[config.mk]
export PLATFORM = sky130hd
export DESIGN_NAME = xip_top
export DESIGN_NICKNAME = d
export VERILOG_FILES = /design/src/xip_pkg.sv /design/src/xip_ifs.sv /design/src/xip_ctrl_regs.sv /design/src/xip_fetch.sv /design/src/xip_spi_arbiter.sv /design/src/xip_spi_phy.sv /design/src/xip_top.sv
export VERILOG_INCLUDE_DIRS = /design/src
export SDC_FILE = /design/constraint.sdc
export NUM_CORES = 1
export LEC_CHECK = 0
export BUFFER_PORTS_ARGS = -buffer_cell sky130_fd_sc_hd__buf_2
export CAP_MARGIN = 20
export CORE_ASPECT_RATIO = 1.1
export CORE_MARGIN = 4
export CORE_UTILIZATION = 30
export DETAILED_ROUTE_END_ITERATION = 10
export MAX_ROUTING_LAYER = met4
export SLEW_MARGIN = 20
export SYNTH_ARGS = -nofsm -noshare
export SYNTH_HDL_FRONTEND = slang
export SYNTH_SLANG_ARGS = --single-unit
[constraint.sdc]
create_clock -name clk_i -period 8.9 [get_ports clk_i]
set_clock_uncertainty 0.1 [all_clocks]
set_input_delay 1.78 -clock clk_i [delete_from_list [all_inputs] [get_ports clk_i]]
set_output_delay 1.78 -clock clk_i [all_outputs]
set_load 0.005 [all_outputs]
[src/xip_consts.svh]
// --------------------------------------------------------------------------
// XIP register map and field constants
// --------------------------------------------------------------------------
`ifndef XIP_CONSTS_SVH
`define XIP_CONSTS_SVH

// register word offsets
`define XIP_REG_CTRL        2'd0
`define XIP_REG_DATA_LO     2'd2
`define XIP_REG_DATA_HI     2'd3

// control register bit positions
`define XIP_CTRL_ENABLE     0   // module enable
`define XIP_CTRL_PRSC_LSB   1   // spi clock divider select, 3 bits
`define XIP_CTRL_NBYTES_LSB 6   // direct transfer length 1..9, 4 bits
`define XIP_CTRL_XIP_EN     10  // memory window enable
`define XIP_CTRL_ABYTES_LSB 11  // address bytes minus one, 2 bits
`define XIP_CTRL_RDCMD_LSB  13  // flash read command, 8 bits
`define XIP_CTRL_PAGE_LSB   21  // memory page, 4 bits
`define XIP_CTRL_PHY_BUSY   30  // read only, direct transfer pending
`define XIP_CTRL_XIP_BUSY   31  // read only, fetch in flight

// field widths
`define XIP_WORD_BITS       32
`define XIP_REG_ADDR_BITS   2
`define XIP_PAGE_BITS       4
`define XIP_PRSC_BITS       3
`define XIP_NBYTES_BITS     4
`define XIP_ABYTES_BITS     2
`define XIP_CMD_BITS        8
`define XIP_FRAME_BITS      72  // cmd + up to 8 more bytes

`endif

[src/xip_pkg.sv]
// --------------------------------------------------------------------------
// XIP shared types
// --------------------------------------------------------------------------
`default_nettype none

`include "xip_consts.svh"

package xip_pkg;

    typedef logic [`XIP_WORD_BITS-1:0]     word_t;      // data and address word
    typedef logic [`XIP_REG_ADDR_BITS-1:0] reg_addr_t;  // register word address
    typedef logic [`XIP_PAGE_BITS-1:0]     page_t;      // top address nibble
    typedef logic [`XIP_PRSC_BITS-1:0]     prsc_t;      // half period = 2^prsc cycles
    typedef logic [`XIP_NBYTES_BITS-1:0]   nbytes_t;    // bytes per transfer
    typedef logic [`XIP_ABYTES_BITS-1:0]   abytes_t;    // address bytes minus one
    typedef logic [`XIP_CMD_BITS-1:0]      cmd_t;       // spi command byte
    typedef logic [`XIP_FRAME_BITS-1:0]    frame_t;     // msb aligned tx frame

    // fetch port sequencer
    typedef enum logic [1:0] {
        F_IDLE,     // watching the strobes
        F_WAIT,     // flash read requested
        F_ERROR     // write into window, one cycle error
    } fetch_state_t;

endpackage

`default_nettype wire

[src/xip_ifs.sv]
// --------------------------------------------------------------------------
// XIP requester and shift engine interfaces
// --------------------------------------------------------------------------
`timescale 1ns/10ps
`default_nettype none

// requester to arbiter, req held until done
interface xip_req_if;
    import xip_pkg::*;

    logic    req;       // level, held until done
    nbytes_t nbytes;    // transfer length
    frame_t  frame;     // msb aligned tx data
    logic    done;      // one cycle, transfer finished
    word_t   rdata;     // last 32 rx bits, valid with done

    modport requester (output req, nbytes, frame, input done, rdata);
    modport arbiter   (input req, nbytes, frame, output done, rdata);
endinterface

// arbiter to shift engine
interface xip_phy_if;
    import xip_pkg::*;

    logic    start;     // one cycle, only while not busy
    nbytes_t nbytes;
    frame_t  wdata;
    logic    busy;      // rises the cycle after start
    word_t   rdata;     // valid once busy falls

    modport ctrl (output start, nbytes, wdata, input busy, rdata);
    modport phy  (input start, nbytes, wdata, output busy, rdata);
endinterface

`default_nettype wire

[src/xip_ctrl_regs.sv]
// --------------------------------------------------------------------------
// XIP control and direct access registers
// --------------------------------------------------------------------------
`timescale 1ns/10ps
`default_nettype none

`include "xip_consts.svh"

module xip_ctrl_regs (
    input  logic               clk_i,
    input  logic               rstn_i,
    input  xip_pkg::reg_addr_t ct_addr_i,     // register word address
    input  logic               ct_rden_i,     // read strobe
    input  logic               ct_wren_i,     // write strobe
    input  xip_pkg::word_t     ct_data_i,
    output xip_pkg::word_t     ct_data_o,     // zero outside the ack cycle
    output logic               ct_ack_o,
    input  logic               fetch_busy_i,  // status bit 31
    output logic               enable_o,
    output logic               xip_active_o,  // enable and xip enable
    output xip_pkg::prsc_t     prsc_o,
    output xip_pkg::abytes_t   abytes_o,
    output xip_pkg::cmd_t      rd_cmd_o,
    output xip_pkg::page_t     page_o,
    xip_req_if.requester       direct_req
);
    import xip_pkg::*;

    logic    xip_en_q;
    nbytes_t nbytes_q;      // control field
    nbytes_t req_nbytes_q;  // length of the pending transfer
    word_t   data_lo_q;
    word_t   data_hi_q;
    word_t   rx_data_q;     // last received word
    logic    pending_q;     // direct transfer waiting or running
    logic    trigger;
    word_t   ctrl_word;

    assign trigger = ct_wren_i && (ct_addr_i == `XIP_REG_DATA_HI) && !pending_q;

    // ----------------------------------------------------------------------
    // control fields and pending flag
    always_ff @(posedge clk_i or negedge rstn_i) begin
        if (!rstn_i) begin
            enable_o  <= 1'b0;
            prsc_o    <= '0;
            nbytes_q  <= '0;
            xip_en_q  <= 1'b0;
            abytes_o  <= '0;
            rd_cmd_o  <= '0;
            page_o    <= '0;
            pending_q <= 1'b0;
        end else begin
            if (ct_wren_i && (ct_addr_i == `XIP_REG_CTRL)) begin
                enable_o <= ct_data_i[`XIP_CTRL_ENABLE];
                prsc_o   <= ct_data_i[`XIP_CTRL_PRSC_LSB +: `XIP_PRSC_BITS];
                nbytes_q <= ct_data_i[`XIP_CTRL_NBYTES_LSB +: `XIP_NBYTES_BITS];
                xip_en_q <= ct_data_i[`XIP_CTRL_XIP_EN];
                abytes_o <= ct_data_i[`XIP_CTRL_ABYTES_LSB +: `XIP_ABYTES_BITS];
                rd_cmd_o <= ct_data_i[`XIP_CTRL_RDCMD_LSB +: `XIP_CMD_BITS];
                page_o   <= ct_data_i[`XIP_CTRL_PAGE_LSB +: `XIP_PAGE_BITS];
            end
            if (trigger) begin
                pending_q <= 1'b1;                  // raises req
            end else if (direct_req.done) begin
                pending_q <= 1'b0;                  // req low the next cycle
            end
        end
    end

    // data words, frozen while a transfer is pending
    always_ff @(posedge clk_i) begin
        if (ct_wren_i && !pending_q) begin
            if (ct_addr_i == `XIP_REG_DATA_LO) data_lo_q <= ct_data_i;
            if (ct_addr_i == `XIP_REG_DATA_HI) data_hi_q <= ct_data_i;
        end
        if (trigger) req_nbytes_q <= nbytes_q;
        if (direct_req.done) rx_data_q <= direct_req.rdata;
    end

    // ----------------------------------------------------------------------
    // readback
    always_comb begin
        ctrl_word                                               = '0;
        ctrl_word[`XIP_CTRL_ENABLE]                             = enable_o;
        ctrl_word[`XIP_CTRL_PRSC_LSB +: `XIP_PRSC_BITS]         = prsc_o;
        ctrl_word[`XIP_CTRL_NBYTES_LSB +: `XIP_NBYTES_BITS]     = nbytes_q;
        ctrl_word[`XIP_CTRL_XIP_EN]                             = xip_en_q;
        ctrl_word[`XIP_CTRL_ABYTES_LSB +: `XIP_ABYTES_BITS]     = abytes_o;
        ctrl_word[`XIP_CTRL_RDCMD_LSB +: `XIP_CMD_BITS]         = rd_cmd_o;
        ctrl_word[`XIP_CTRL_PAGE_LSB +: `XIP_PAGE_BITS]         = page_o;
        ctrl_word[`XIP_CTRL_PHY_BUSY]                           = pending_q;
        ctrl_word[`XIP_CTRL_XIP_BUSY]                           = fetch_busy_i;
    end

    always_ff @(posedge clk_i or negedge rstn_i) begin
        if (!rstn_i) begin
            ct_ack_o  <= 1'b0;
            ct_data_o <= '0;
        end else begin
            ct_ack_o  <= ct_rden_i | ct_wren_i;     // one cycle after either strobe
            ct_data_o <= '0;
            if (ct_rden_i) begin
                case (ct_addr_i)
                    `XIP_REG_CTRL:    ct_data_o <= ctrl_word;
                    `XIP_REG_DATA_LO: ct_data_o <= rx_data_q;
                    default:          ct_data_o <= '0;    // data hi is write only
                endcase
            end
        end
    end

    assign xip_active_o      = enable_o & xip_en_q;
    assign direct_req.req    = pending_q;
    assign direct_req.nbytes = req_nbytes_q;
    assign direct_req.frame  = {data_hi_q, data_lo_q, 8'h00};   // msb aligned

endmodule

`default_nettype wire

[src/xip_fetch.sv]
// --------------------------------------------------------------------------
// XIP fetch port sequencer
// --------------------------------------------------------------------------
`timescale 1ns/10ps
`default_nettype none

module xip_fetch (
    input  logic             clk_i,
    input  logic             rstn_i,
    input  xip_pkg::word_t   acc_addr_i,
    input  logic             acc_rden_i,
    input  logic             acc_wren_i,
    input  logic             xip_active_i,
    input  xip_pkg::page_t   page_i,
    input  xip_pkg::abytes_t abytes_i,
    input  xip_pkg::cmd_t    rd_cmd_i,
    output xip_pkg::word_t   acc_data_o,    // little endian read data
    output logic             acc_ack_o,
    output logic             acc_err_o,     // write into the window
    output logic             busy_o,
    xip_req_if.requester     fetch_req
);
    import xip_pkg::*;

    fetch_state_t state_q;
    word_t        addr_q;
    word_t        offset;
    logic         page_hit;

    assign page_hit = xip_active_i && (acc_addr_i[31:28] == page_i);

    always_ff @(posedge clk_i or negedge rstn_i) begin
        if (!rstn_i) begin
            state_q <= F_IDLE;
        end else begin
            case (state_q)
                F_IDLE: begin
                    if (page_hit && acc_rden_i) begin
                        state_q <= F_WAIT;
                    end else if (page_hit && acc_wren_i) begin
                        state_q <= F_ERROR;
                    end
                end
                F_WAIT:  if (fetch_req.done) state_q <= F_IDLE;
                default: state_q <= F_IDLE;     // error lasts one cycle
            endcase
        end
    end

    always_ff @(posedge clk_i) begin
        if ((state_q == F_IDLE) && page_hit && acc_rden_i) addr_q <= acc_addr_i;
    end

    // ----------------------------------------------------------------------
    // flash frame, cmd then word aligned offset then dummy data bytes
    assign offset = {4'h0, addr_q[27:2], 2'b00};

    always_comb begin
        case (abytes_i)
            2'd0:    fetch_req.frame = {rd_cmd_i, offset[7:0], 56'h0};
            2'd1:    fetch_req.frame = {rd_cmd_i, offset[15:0], 48'h0};
            2'd2:    fetch_req.frame = {rd_cmd_i, offset[23:0], 40'h0};
            default: fetch_req.frame = {rd_cmd_i, offset, 32'h0};
        endcase
    end

    assign fetch_req.req    = (state_q == F_WAIT);
    assign fetch_req.nbytes = nbytes_t'(abytes_i) + nbytes_t'(6);  // cmd + addr + 4 data

    // first flash byte lands in the low byte
    assign acc_ack_o  = fetch_req.req && fetch_req.done;
    assign acc_data_o = acc_ack_o ? {fetch_req.rdata[7:0], fetch_req.rdata[15:8],
                                     fetch_req.rdata[23:16], fetch_req.rdata[31:24]} : '0;
    assign acc_err_o  = (state_q == F_ERROR);
    assign busy_o     = fetch_req.req;

endmodule

`default_nettype wire

[src/xip_spi_arbiter.sv]
// --------------------------------------------------------------------------
// XIP shift engine arbiter
// --------------------------------------------------------------------------
`timescale 1ns/10ps
`default_nettype none

module xip_spi_arbiter (
    input  logic       clk_i,
    input  logic       rstn_i,
    xip_req_if.arbiter fetch_req,     // higher priority
    xip_req_if.arbiter direct_req,
    xip_phy_if.ctrl    phy
);
    typedef enum logic [1:0] {
        G_NONE,
        G_FETCH,
        G_DIRECT
    } grant_t;

    grant_t grant_q;
    logic   launch;     // start pulse this cycle
    logic   finish;     // granted transfer over

    // busy is high from the cycle after launch until the last bit
    assign launch = (grant_q == G_NONE) && !phy.busy && (fetch_req.req || direct_req.req);
    assign finish = (grant_q != G_NONE) && !phy.busy;

    always_ff @(posedge clk_i or negedge rstn_i) begin
        if (!rstn_i) begin
            grant_q <= G_NONE;
        end else if (launch) begin
            grant_q <= fetch_req.req ? G_FETCH : G_DIRECT;
        end else if (finish) begin
            grant_q <= G_NONE;
        end
    end

    assign phy.start  = launch;
    assign phy.wdata  = fetch_req.req ? fetch_req.frame : direct_req.frame;    // taken at start
    assign phy.nbytes = fetch_req.req ? fetch_req.nbytes : direct_req.nbytes;

    assign fetch_req.done   = finish && (grant_q == G_FETCH);
    assign direct_req.done  = finish && (grant_q == G_DIRECT);
    assign fetch_req.rdata  = phy.rdata;
    assign direct_req.rdata = phy.rdata;

endmodule

`default_nettype wire

[src/xip_spi_phy.sv]
// --------------------------------------------------------------------------
// XIP SPI mode 0 shift engine
// --------------------------------------------------------------------------
`timescale 1ns/10ps
`default_nettype none

`include "xip_consts.svh"

module xip_spi_phy (
    input  logic           clk_i,
    input  logic           rstn_i,
    input  logic           enable_i,    // low holds the engine idle
    input  xip_pkg::prsc_t prsc_i,      // half period = 2^prsc cycles
    input  logic           spi_dat_i,
    xip_phy_if.phy         phy,
    output logic           spi_csn_o,
    output logic           spi_clk_o,
    output logic           spi_dat_o
);
    import xip_pkg::*;

    logic [6:0] div_cnt_q;
    logic [6:0] div_max;
    logic       tick;           // half period elapsed
    logic       busy_q;
    logic [6:0] bit_cnt_q;      // bits still to send
    frame_t     tx_q;
    word_t      rx_q;

    assign div_max = 7'((8'd1 << prsc_i) - 8'd1);
    assign tick    = busy_q && (div_cnt_q == div_max);

    // ----------------------------------------------------------------------
    // control
    always_ff @(posedge clk_i or negedge rstn_i) begin
        if (!rstn_i) begin
            busy_q    <= 1'b0;
            spi_csn_o <= 1'b1;
            spi_clk_o <= 1'b0;
            div_cnt_q <= '0;
            bit_cnt_q <= '0;
        end else if (!enable_i) begin
            busy_q    <= 1'b0;          // abort, bus released
            spi_csn_o <= 1'b1;
            spi_clk_o <= 1'b0;
            div_cnt_q <= '0;
        end else if (!busy_q) begin
            div_cnt_q <= '0;
            if (phy.start) begin
                busy_q    <= 1'b1;
                spi_csn_o <= 1'b0;
                bit_cnt_q <= {phy.nbytes, 3'b000};
            end
        end else begin
            div_cnt_q <= tick ? '0 : div_cnt_q + 7'd1;
            if (tick) begin
                spi_clk_o <= ~spi_clk_o;
                if (spi_clk_o) begin    // falling edge ends a bit
                    bit_cnt_q <= bit_cnt_q - 7'd1;
                    if (bit_cnt_q == 7'd1) begin
                        busy_q    <= 1'b0;
                        spi_csn_o <= 1'b1;
                    end
                end
            end
        end
    end

    // ----------------------------------------------------------------------
    // shift registers
    always_ff @(posedge clk_i) begin
        if (enable_i && !busy_q && phy.start) begin
            tx_q <= phy.wdata;
        end else if (tick && spi_clk_o) begin
            tx_q <= {tx_q[`XIP_FRAME_BITS-2:0], 1'b0};     // next bit on falling edge
        end
        if (tick && !spi_clk_o) begin
            rx_q <= {rx_q[30:0], spi_dat_i};                // sample on rising edge
        end
    end

    assign spi_dat_o = busy_q & tx_q[`XIP_FRAME_BITS-1];
    assign phy.busy  = busy_q;
    assign phy.rdata = rx_q;

endmodule

`default_nettype wire

[src/xip_top.sv]
// --------------------------------------------------------------------------
// XIP SPI flash controller top
// --------------------------------------------------------------------------
`timescale 1ns/10ps
`default_nettype none

module xip_top (
    input  logic               clk_i,
    input  logic               rstn_i,
    // register port
    input  xip_pkg::reg_addr_t ct_addr_i,
    input  logic               ct_rden_i,
    input  logic               ct_wren_i,
    input  xip_pkg::word_t     ct_data_i,
    output xip_pkg::word_t     ct_data_o,
    output logic               ct_ack_o,
    // fetch port, read only window
    input  xip_pkg::word_t     acc_addr_i,
    input  logic               acc_rden_i,
    input  logic               acc_wren_i,
    output xip_pkg::word_t     acc_data_o,
    output logic               acc_ack_o,
    output logic               acc_err_o,
    // status
    output logic               xip_en_o,
    output logic               xip_acc_o,    // fetch in flight
    output xip_pkg::page_t     xip_page_o,
    // spi flash
    output logic               spi_csn_o,
    output logic               spi_clk_o,
    input  logic               spi_dat_i,
    output logic               spi_dat_o
);
    import xip_pkg::*;

    logic    xip_active;
    prsc_t   prsc;
    abytes_t abytes;
    cmd_t    rd_cmd;

    xip_req_if direct_req ();
    xip_req_if fetch_req ();
    xip_phy_if phy_if ();

    xip_ctrl_regs u_ctrl_regs (
        .clk_i        (clk_i),
        .rstn_i       (rstn_i),
        .ct_addr_i    (ct_addr_i),
        .ct_rden_i    (ct_rden_i),
        .ct_wren_i    (ct_wren_i),
        .ct_data_i    (ct_data_i),
        .ct_data_o    (ct_data_o),
        .ct_ack_o     (ct_ack_o),
        .fetch_busy_i (xip_acc_o),
        .enable_o     (xip_en_o),
        .xip_active_o (xip_active),
        .prsc_o       (prsc),
        .abytes_o     (abytes),
        .rd_cmd_o     (rd_cmd),
        .page_o       (xip_page_o),
        .direct_req   (direct_req)
    );

    xip_fetch u_fetch (
        .clk_i        (clk_i),
        .rstn_i       (rstn_i),
        .acc_addr_i   (acc_addr_i),
        .acc_rden_i   (acc_rden_i),
        .acc_wren_i   (acc_wren_i),
        .xip_active_i (xip_active),
        .page_i       (xip_page_o),
        .abytes_i     (abytes),
        .rd_cmd_i     (rd_cmd),
        .acc_data_o   (acc_data_o),
        .acc_ack_o    (acc_ack_o),
        .acc_err_o    (acc_err_o),
        .busy_o       (xip_acc_o),
        .fetch_req    (fetch_req)
    );

    xip_spi_arbiter u_arbiter (
        .clk_i      (clk_i),
        .rstn_i     (rstn_i),
        .fetch_req  (fetch_req),
        .direct_req (direct_req),
        .phy        (phy_if)
    );

    xip_spi_phy u_phy (
        .clk_i     (clk_i),
        .rstn_i    (rstn_i),
        .enable_i  (xip_en_o),
        .prsc_i    (prsc),
        .spi_dat_i (spi_dat_i),
        .phy       (phy_if),
        .spi_csn_o (spi_csn_o),
        .spi_clk_o (spi_clk_o),
        .spi_dat_o (spi_dat_o)
    );

endmodule

`default_nettype wire

==> run metrics, run 1 <==
status=finished, final reports clean; Port Buffers=146; final cell count without fillers=1449; Die Wd=196 µm; Hold Crit Class=reg2reg; CTS resizes=0; Slew Viols, Final=0; simple-gate share of the synthesized area=0.0843; number of warnings issued by yosys=0; global-route wire length before repair=43.3 mm; I/O Pins=149; Final nets=997; Synth Cell Area=0.0117 mm²; setup TNS=0 ps; via count=6984; drt pass-1 iters=7; DRT Wirelength=28.6 mm; Worst path slowest cell=nor2_4; core area=0.0383 mm²; mean post-synth cell area=15.2 µm²; Tcrit/Tclk final=0.456; clk slew on worst S/H paths=60 ps; design area=0.0142 mm²; CP max FO=33; Setup-failing EPs final=0; CTS Root Cell=clkbuf_16; CP Capture Type=primary output; required time worst endpoint=7020 ps; # DRC=0; Placed Area=0.0130 mm²; num rows=75; Seq/Total Area, Yosys=0.739; Synth Area in Adders=0.00429; DP Cell Count=1384; antenna violations before repair=5; compound-cell area share of the yosys netlist=0.0956; PD cells=277 mW/mm²; Skew-Pair Late Insertion Delay=530 ps; ys flop type=edfxtp_1; GRT Residual Overflow=0; Post-synth ARST share=0.260; commonest non-fill, non-tap cell in the layout=edfxtp_1; Worst VDD drop=126 µV; die area=0.0421 mm²; layout cells sized above 1=0.279; gpl congestion=0.831; hold buffer count at CTS=0; crit path kind=reg2out; via density per instance=4.82; CTS max path bufs=3; post-synth cell types=57; data arrival time of the critical path=2180 ps; Mapped Nets=843; Tot Pwr=3930 µW; post-CTS setup buffer count=0; Initial Util=0.305; unrepaired setup endpoints after global routing=no; Worst setup SP type=flip-flop; Worst Tran Pin Value=896 ps; CTS H-Tree Depth=2; wire per inst=19.7 µm; worst-path cell chain=nand2b_1, buf_4, nor2_4, and2_1, buf_2; cts bufs inserted=34; post-DP HPWL=18.9 mm; GRT Total Usage=0.136; minimum clock period after layout=4060 ps; Mapped Cells=766; leakage=0.00551 µW; XOR/XNOR Fraction of Synth Area=0.0120; #FFs+latches synth=300; Post-synth EDFFs=222; hold_ws=350 ps; clk sink count=300; layout overhead on the synthesized area=21.5%; CP max stage delay=520 ps; mux contribution to synthesized area=0.0417; CTS tree=done; maxcap violations=0; Peak Freq=246 MHz; Worst slew margin=0.403; largest net degree at the start of global routing=66; initial drt markers=585; final hold vios=0; most frequent cells in the layout=222 x edfxtp_1, 145 x buf_2, 77 x dfrtp_1, 52 x nand2_1, 50 x a22o_1; Antenna Nets Post-Route=0; largest family of logic cells by synthesized area=compound AO/OA/AOI/OAI gates; vias in the first global route=7066; die height=215 µm
==> worst max-delay path, delay by kind of cell (launching register included) <==
family                 cells  cell delay, ps
flip-flops                 1             380
AND/OR/NAND/NOR            3             880
buffers and inverters      2             360
==> synthesized netlist by cell type, drive strengths merged (2+ instances only) <==
master  number  area (µm²)
a211oi       4        30.0
nor2        37         139
nor3b        3        22.5
mux2        33         387
mux2i       10         100
a21oi       14        73.8
or3          2        12.5
a222oi      14         140
nor4         5        31.3
nand3        8        40.0
buf         15        71.3
nand4        4        25.0
a31o         2        17.5
and3         4        25.0
o21ai       33         165
clkbuf      28         105
a31oi        8        50.1
and4b        2        20.0
nor4b        3        41.3
a21o         2        15.0
dfrtp       77        1930
ha           4        50.1
inv         26        97.6
and4         2        17.5
a221o        5        50.1
a221oi       7        61.3
xor2         9        78.8
nand2b       4        25.0
and2        44         275
nand3b       3        22.5
nand2       52         195
a22o        50         438
nor3         4        25.0
edfxtp     222        6670
or2          2        12.5
xnor2        7        61.3
o211ai       5        42.5
nor2b        3        18.8
==> sequential cells by signal, indices dropped and copies added (netlist names), 8 cells and up <==
name,flops
u_fetch.addr_q,26
u_ctrl_regs.ct_data_o,32
u_ctrl_regs.rx_data_q,32
u_ctrl_regs.data_hi_q,32
u_phy.tx_q,64
u_ctrl_regs.data_lo_q,32
u_phy.phy.rdata,32
u_ctrl_regs.rd_cmd_o,8
==> worst paths after layout <==
check / from / end / slack, ps / cells past startpoint
setup / recovery: u_fetch.state_q[1] / acc_data_o[9] / 4840 / 5
hold / removal: u_ctrl_regs.rx_data_q[4] / u_ctrl_regs.ct_data_o[4] / 350 / 1
setup reg to reg: u_ctrl_regs.prsc_o[2] / u_phy.tx_q[27] / 5210 / 8
max in group asynchronous: rstn_i / u_ctrl_regs.ct_data_o[4] / 6620 / 2
hold reg to reg: u_ctrl_regs.rx_data_q[4] / u_ctrl_regs.ct_data_o[4] / 350 / 1
min in group asynchronous: rstn_i / u_ctrl_regs.rd_cmd_o[1] / 1070 / 1
==> per-stage QoR <==
step | utilization | worst slack [ps]
global placement | 0.340 | 4890
CTS | 0.370 | 4430
floorplan | - | 1560
detailed placement | 0.340 | 4870
global route | 0.370 | 4670
finish | 0.370 | 4840
==> layer usage <==
| layer | part of all wire | vias up | global-route usage |
|---|---|---|---|
| met2 | 0.44 | 217 | 0.196 |
| met3 | 0.080 | 36 | 0.0417 |
| met1 | 0.46 | 3514 | 0.191 |
| met4 | 0.016 | 0 | 0.0314 |
| met5 | 0 | - | - |
| li1 | - | 3217 | - |
==> area by class of cell <==
cell class / instances / area [µm²]
inverter: 26 / 97.6
antenna: 4 / 10.0
sequential: 300 / 8620
fill: 3664 / 24100
tap: 500 / 626
timing repair buffer: 161 / 846
clock buffer: 45 / 943
clock inverter: 16 / 204
multi-input combinational: 397 / 2830
==> power breakdown <==
group | leakage [µW] | internal (µW) | total [µW] | switching, µW
registers | 0.00303 | 1750 | 1860 | 106
clock network | 0.000565 | 847 | 1420 | 573
logic | 0.00192 | 253 | 646 | 393
==> kinds of logic (layout without fill, tap and decap cells) <==
family	after synthesis	after routing
multiplexers	43	43
other	0	4
AND/OR/NAND/NOR	186	186
AO/OA/AOI/OAI	148	148
adder cells (fa/ha/maj)	4	4
flip-flops	300	300
XOR/XNOR	16	16
buffers and inverters	69	248
(Power assumes the default switching activity.)
==> run 2: changes to the inputs <==
Clock period 8.9 ns to 3.45 ns, I/O delays scaled along.
==> run 2 against run 1 <==
- routed wire length is 2.6% higher
- via count increased by 2.9%
- global-route usage rose by 0.48 points
- power rose to 2.6 times the previous value
- final area rose by 0.64%
- flip-flop and latch count unchanged
- critical endpoint is now u_phy.tx_q[30]
- largest power group unchanged
- highest routed layer unchanged
==> run metrics, run 2 (same netlist as run 1, synthesis figures left out) <==
status=finished, final reports clean; Stages on worst setup path=9 (+4); Final nets=1010 (+1.3%); post-DP HPWL=19.4 mm (+2.4%); Peak Freq=317 MHz; most frequent cells in the layout=222 x edfxtp_1, 145 x buf_2, 77 x dfrtp_1, 52 x nand2_1, 50 x a22o_1; CTS resizes=0 (unchanged); worst r2r src=u_ctrl_regs.prsc_o[2]; # DRC=0 (unchanged); layout overhead on the synthesized area=22.3%; CP Capture Type=flip-flop; leakage=0.00557 µW (+0.97%); switching share of power=0.275 (+0.00198); Initial Util=0.305 (unchanged); minimum clock period after layout=3160 ps; worst path bufs/invs=1 (-1); required time worst endpoint=3520 ps (-3500 ps); Port Buffers=146 (unchanged); Fill cells=3659 (-0.14%); Worst Tran Pin Value=844 ps (-51.5 ps); maxcap violations=0 (unchanged); I/O Pins=149 (unchanged); antenna violations before repair=4 (-1); post-CTS setup buffer count=0 (unchanged); hold buffer count at CTS=1 (+1); via density per instance=4.92 (+2.0%); Worst slew margin=0.437 (+0.0344); CP max stage delay=530 ps (about the same); Worst path slowest cell=dfrtp_1; core area=0.0383 mm² (unchanged); cts bufs inserted=34 (unchanged); Slew Viols, Final=0 (unchanged); part of the power in registers=0.476 (+0.002); clk sink count=300 (unchanged); Worst setup SP type=flip-flop; Hold Path Sink=u_phy.phy.rdata[0]; GRT Total Usage=0.141 (+0.00478); Combinational Power Share=0.173 (+0.008); GRT Residual Overflow=0 (unchanged); CTS tree=done; layout cells sized above 1=0.284 (+0.00456); crit path kind=reg2reg; num rows=75 (unchanged); Int Power=7300 µW (+160%); worst-path cell chain=or3_1, ha_1, nand3b_1, a21oi_1, o21ai_0, o211ai_2, nand3_1, o21ai_4, buf_12; drt pass-1 iters=7 (unchanged); Hold Crit Class=in2reg; wire per inst=20.0 µm (+1.7%); Setup-failing EPs final=0 (unchanged); CTS max path bufs=3 (unchanged); Antenna Nets Post-Route=0 (unchanged); gpl congestion=0.854 (+2.8%); Tcrit/Tclk final=0.915; PD cells=706 mW/mm² (+160%); Clock power frac=0.351 (-0.011); Worst VDD drop=374 µV (+200%); switching power=2770 µW (+160%); die height=215 µm (unchanged); gate family responsible for the most delay along the worst path=simple AND/OR/NAND/NOR gates; setup TNS=0 ps (unchanged); data arrival time of the critical path=3230 ps (+1050 ps); CTS Root Cell=clkbuf_16; Skew-Pair Late Insertion Delay=530 ps (about the same); global-route wire length before repair=44.9 mm (+3.7%); CP max FO=64 (+94%); final hold vios=0 (unchanged); Tot Pwr=10100 µW (+160%); initial drt markers=656 (+12%); Hold Crit Depth=1 (unchanged); commonest non-fill, non-tap cell in the layout=edfxtp_1; vias in the first global route=7199 (+1.9%); via count=7189 (+2.9%); die area=0.0421 mm² (unchanged); max reg flops=64 (unchanged); unrepaired setup endpoints after global routing=no; Die Wd=196 µm (unchanged); CTS H-Tree Depth=2 (unchanged); Worst Reg-to-Reg Cells=9 (+1); clk slew on worst S/H paths=60 ps (about the same); DRT Wirelength=29.3 mm (+2.6%); min-delay src=spi_dat_i; largest net degree at the start of global routing=71 (+7.6%); reg2reg end=u_phy.tx_q[30]; Top reg by flops=u_phy.tx_q; worst reg2reg setup slack=290 ps (-4920 ps)
[run 2: changes by cell type in the layout (fill, tap and decap cells not counted), sizes merged]
cell         before  now
bufinv            3    2
clkinv           10    9
clkbuf           45   48
inv              29   28
dlygate4sd3       0    1
buf             161  173
[run 2: how the worst max path moves through the flow]
stage | slack [ps] | endpoint | start
finish | 290 | u_phy.tx_q[30] | u_ctrl_regs.prsc_o[2]
global route | 40 | u_phy.tx_q[21] | u_ctrl_regs.prsc_o[2]
CTS | 320 | u_phy.tx_q[31] | u_ctrl_regs.prsc_o[2]
detailed placement | 350 | u_phy.tx_q[25] | u_ctrl_regs.prsc_o[2]
global placement | 410 | u_phy.tx_q[27] | u_ctrl_regs.prsc_o[1]
floorplan | -330 | u_phy.tx_q[10] | u_ctrl_regs.prsc_o[2]
[run 2: layout make-up]
| cell class | count | area, µm² | share of cell area |
|---|---|---|---|
| inverters | 26 | 97.6 | 0.00684 |
| repair buffers | 174 | 996 | 0.0698 |
| multi-input cells | 397 | 2840 | 0.199 |
| clock buffers | 48 | 943 | 0.0661 |
| well taps | 500 | 626 | 0.0438 |
| clock inverters | 13 | 143 | 0.0100 |
| diodes | 4 | 10.0 | 0.000701 |
| flip-flops and latches | 300 | 8620 | 0.604 |
[run 2: layer usage]
metal  track usage  share of wire
met1         0.202           0.46
met2         0.203           0.44
met3        0.0377          0.079
met4        0.0305          0.018
met5             -              0
[run 2: worst register-to-register path, cell delays in order (launching register included)]
cell,delay (ps)
dfrtp_1,530
or3_1,380
ha_1,300
nand3b_1,200
a21oi_1,150
o21ai_0,130
o211ai_2,210
nand3_1,210
o21ai_4,200
buf_12,320
[run 2: power groups by stage]
stage / combinational, µW / sequential, µW / clock [µW]
2_1_floorplan: 1200 / 4750 / 0
3_3_place_gp: 1720 / 4860 / 0
3_5_place_dp: 1750 / 4860 / 0
4_1_cts: 1760 / 4800 / 3630
5_1_grt: 1950 / 4850 / 3790
6_report: 1740 / 4790 / 3540
[run 2: per-stage QoR]
| step | worst slack (ps) | hold slack, ps | util | instances | area (µm²) |
|---|---|---|---|---|---|
| finish | 295 | 235 | 0.373 | 1462 | 14300 |
| global route | 36.9 | 233 | 0.373 | 1461 | 14300 |
| CTS | 320 | 218 | 0.372 | 1458 | 14300 |
| detailed placement | 354 | 336 | 0.344 | 1396 | 13200 |
| global placement | 411 | 327 | 0.344 | 1396 | 13200 |
| floorplan | -330 | 294 | - | 766 | 11700 |
==> run 3: changes to the inputs <==
Settings changed: ABC_AREA from default to 1, BUFFER_PORTS_ARGS -buffer_cell sky130_fd_sc_hd__buf_2 to default, DONT_BUFFER_PORTS from default to 1, TNS_END_PERCENT from default to 10.
==> run 3 against run 2 <==
- via count grew 2.8%
- die area grew 2.5%
- combinational power shrank 26%
- sequential share of layout area grew 2.4 points
- sequential power shrank 5.8%
- synthesized cell count grew 28%
- register-to-register slack gained 200 ps
- worst setup slack gained 75 ps
- largest cell class unchanged
- highest routed layer unchanged
- power shrank 7.0%
- core utilization shrank 2.3 points
==> run metrics, run 3 <==
Mapped Cells=980 (+28%); Port Buffers=0 (-100%); ys flop type=edfxtp_1; worst path bufs/invs=2 (+1); CTS H-Tree Depth=2 (unchanged); CTS max path bufs=3 (unchanged); CP Capture Type=primary output; initial drt markers=588 (-10%); simple-gate share of the synthesized area=0.129 (+0.0451); part of the power in registers=0.482 (+0.006); PD cells=682 mW/mm² (-3.4%); Combinational Power Share=0.138 (-0.035); Die Wd=199 µm (+1.3%); unrepaired setup endpoints after global routing=no; Post-synth EDFFs=222 (unchanged); die height=218 µm (+1.3%); Hold Crit Depth=0 (-1); Initial Util=0.305 (about the same); clk sink count=300 (unchanged); antenna violations before repair=0 (-4); layout overhead on the synthesized area=14.7%; die area=0.0432 mm² (+2.5%); Tcrit/Tclk final=0.893 (-0.0217); CTS tree=done; Hold Crit Class=in2reg; crit path kind=reg2out; min setup slack post-route=369 ps (+74.9 ps); Mapped Nets=1057 (+25%); commonest non-fill, non-tap cell in the layout=edfxtp_1; minimum clock period after layout=3080 ps (-74.9 ps); Synth Cell Area=0.0120 mm² (+2.6%); Worst VDD drop=342 µV (-8.4%); Top reg by flops=u_phy.tx_q; Slew Viols, Final=0 (unchanged); Worst Tran Pin Value=958 ps (+113 ps); cts bufs inserted=34 (unchanged); Final nets=1073 (+6.2%); worst reg2reg setup slack=490 ps (+200 ps); switching power=2540 µW (-8.4%); CP max FO=32 (-50%); Setup-failing EPs final=0 (unchanged); XOR/XNOR Fraction of Synth Area=0.00658 (-0.00543); # DRC=0 (unchanged); data arrival time of the critical path=2290 ps (-940 ps); Int Power=6830 µW (-6.5%); gpl congestion=0.874 (+2.4%); Worst slew margin=0.361 (-0.0764); required time worst endpoint=2660 ps (-860 ps); number of warnings issued by yosys=0 (unchanged); via count=7388 (+2.8%); Worst path slowest cell=inv_1; GRT Total Usage=0.142 (+0.00133); via density per instance=4.84 (-1.6%); CP max stage delay=500 ps (-30 ps); wire per inst=19.9 µm (-0.72%); max reg flops=64 (unchanged); Worst setup SP type=flip-flop; clk slew on worst S/H paths=60 ps (about the same); I/O Pins=149 (unchanged); worst-path cell chain=inv_1, nand3_1, nor2_1, inv_1, nor2_1; layout cells sized above 1=0.106 (-0.178); gate family responsible for the most delay along the worst path=simple AND/OR/NAND/NOR gates; status=finished, final reports clean; CTS Root Cell=clkbuf_16; Place WS=521 ps (+167 ps); drt pass-1 iters=5 (-2); mux contribution to synthesized area=0.0122 (-0.0295); Synth Area in Adders=0.00418 (-0.000110); leakage=0.00535 µW (-3.9%); reg2reg end=u_phy.tx_q[30]; Hold Path Sink=u_ctrl_regs.data_lo_q[12]; maxcap violations=0 (unchanged); Peak Freq=325 MHz (+2.4%); final hold vios=0 (unchanged); largest family of logic cells by synthesized area=simple AND/OR/NAND/NOR gates; Skew-Pair Late Insertion Delay=520 ps (about the same); Post-synth ARST share=0.260 (unchanged); Antenna Nets Post-Route=0 (unchanged); area leader, netlist=edfxtp_1; post-DP HPWL=20.3 mm (+4.8%); global-route wire length before repair=45.6 mm (+1.5%); most frequent cells in the layout=222 x edfxtp_1, 196 x nand2_1, 101 x nor2_1, 95 x inv_1, 77 x dfrtp_1; largest net degree at the start of global routing=79 (+11%); mean post-synth cell area=12.2 µm² (-20%); core area=0.0393 mm² (+2.6%); Seq/Total Area, Yosys=0.720 (-0.0190); Fill cells=3840 (+4.9%); ANT cells=0 (-4); num rows=76 (+1.3%); GRT Residual Overflow=0 (unchanged); post-synth cell types=46 (-19%); area fraction of the dominant cell type after synthesis=0.557 (-0.0147); CTS resizes=0 (unchanged); Worst Reg-to-Reg Cells=13 (+4); vias in the first global route=7270 (+0.99%); min-delay src=ct_data_i[12]; synth top area cells=edfxtp_1 56%, dfrtp_1 16%, nand2_1 6.1%; count leader, synth=edfxtp_1; top post-synthesis cells by count=222 x edfxtp_1, 196 x nand2_1, 103 x nor2_1; Tot Pwr=9370 µW (-7.0%); worst r2r src=u_ctrl_regs.prsc_o[1]; compound-cell area share of the yosys netlist=0.0802 (-0.0154); Clock power frac=0.381 (+0.030); switching share of power=0.271 (-0.00406); #FFs+latches synth=300 (unchanged); DRT Wirelength=30.4 mm (+3.7%)
## run 3: metrics by stage
step	area [µm²]	TNS, ps	utilization	hold slack, ps	cells
after floorplan	12000	-5220	-	294	980
after global placement	12600	0	0.321	300	1465
after detailed placement	12600	0	0.321	298	1465
after CTS	13700	0	0.350	141	1527
after global routing	13700	0	0.350	143	1527
final	13700	0	0.350	163	1527
## run 3: cells by family (layout without fill, tap and decap cells)
group	after synthesis	in the layout
AND/OR/NAND/NOR	366	366
flip-flops	300	300
AO/OA/AOI/OAI	150	150
buffers and inverters	138	178
multiplexers	13	13
XOR/XNOR	9	9
adder cells (fa/ha/maj)	4	4
## run 3: power groups by stage
stage,combinational (µW),clock (µW),sequential [µW]
final,1290,3560,4510
after global routing,1470,3810,4550
after CTS,1310,3650,4520
after detailed placement,1270,0,4580
after global placement,1240,0,4580
after floorplan,981,0,4490
## run 3: area by class of cell
cell class | count | area, µm² | area share
flip-flops and latches | 300 | 8620 | 0.628
multi-input cells | 542 | 2830 | 0.206
clock buffers | 42 | 922 | 0.0671
well taps | 507 | 634 | 0.0462
inverters | 102 | 387 | 0.0282
clock inverters | 18 | 176 | 0.0128
repair buffers | 16 | 168 | 0.0122
## run 3: timing repair
item / 4_1_cts / 5_1_grt
setup buffers: 0 / 0
hold endpoints to repair: 78 / 0
endpoints found under the setup margin: 0 / 0
hold buffers: 2 / 0
## run 3: worst max path at each step
stage | from | to | slack [ps] | cells past startpoint
final | u_arbiter.grant_q[1] | acc_data_o[10] | 370 | 5
after global routing | u_phy.phy.busy | acc_data_o[9] | 120 | 5
after CTS | u_arbiter.grant_q[1] | acc_data_o[10] | 280 | 5
after detailed placement | u_ctrl_regs.prsc_o[1] | u_phy.tx_q[69] | 520 | 13
after global placement | u_ctrl_regs.prsc_o[2] | u_phy.tx_q[29] | 580 | 13
after floorplan | u_ctrl_regs.prsc_o[2] | u_phy.phy.rdata[0] | -120 | 13
## run 3: routing by layer
metal	track usage	routed length, µm
met2	0.208	13500
met3	0.0521	3150
met5	-	0
met4	0.0356	623
met1	0.190	13100
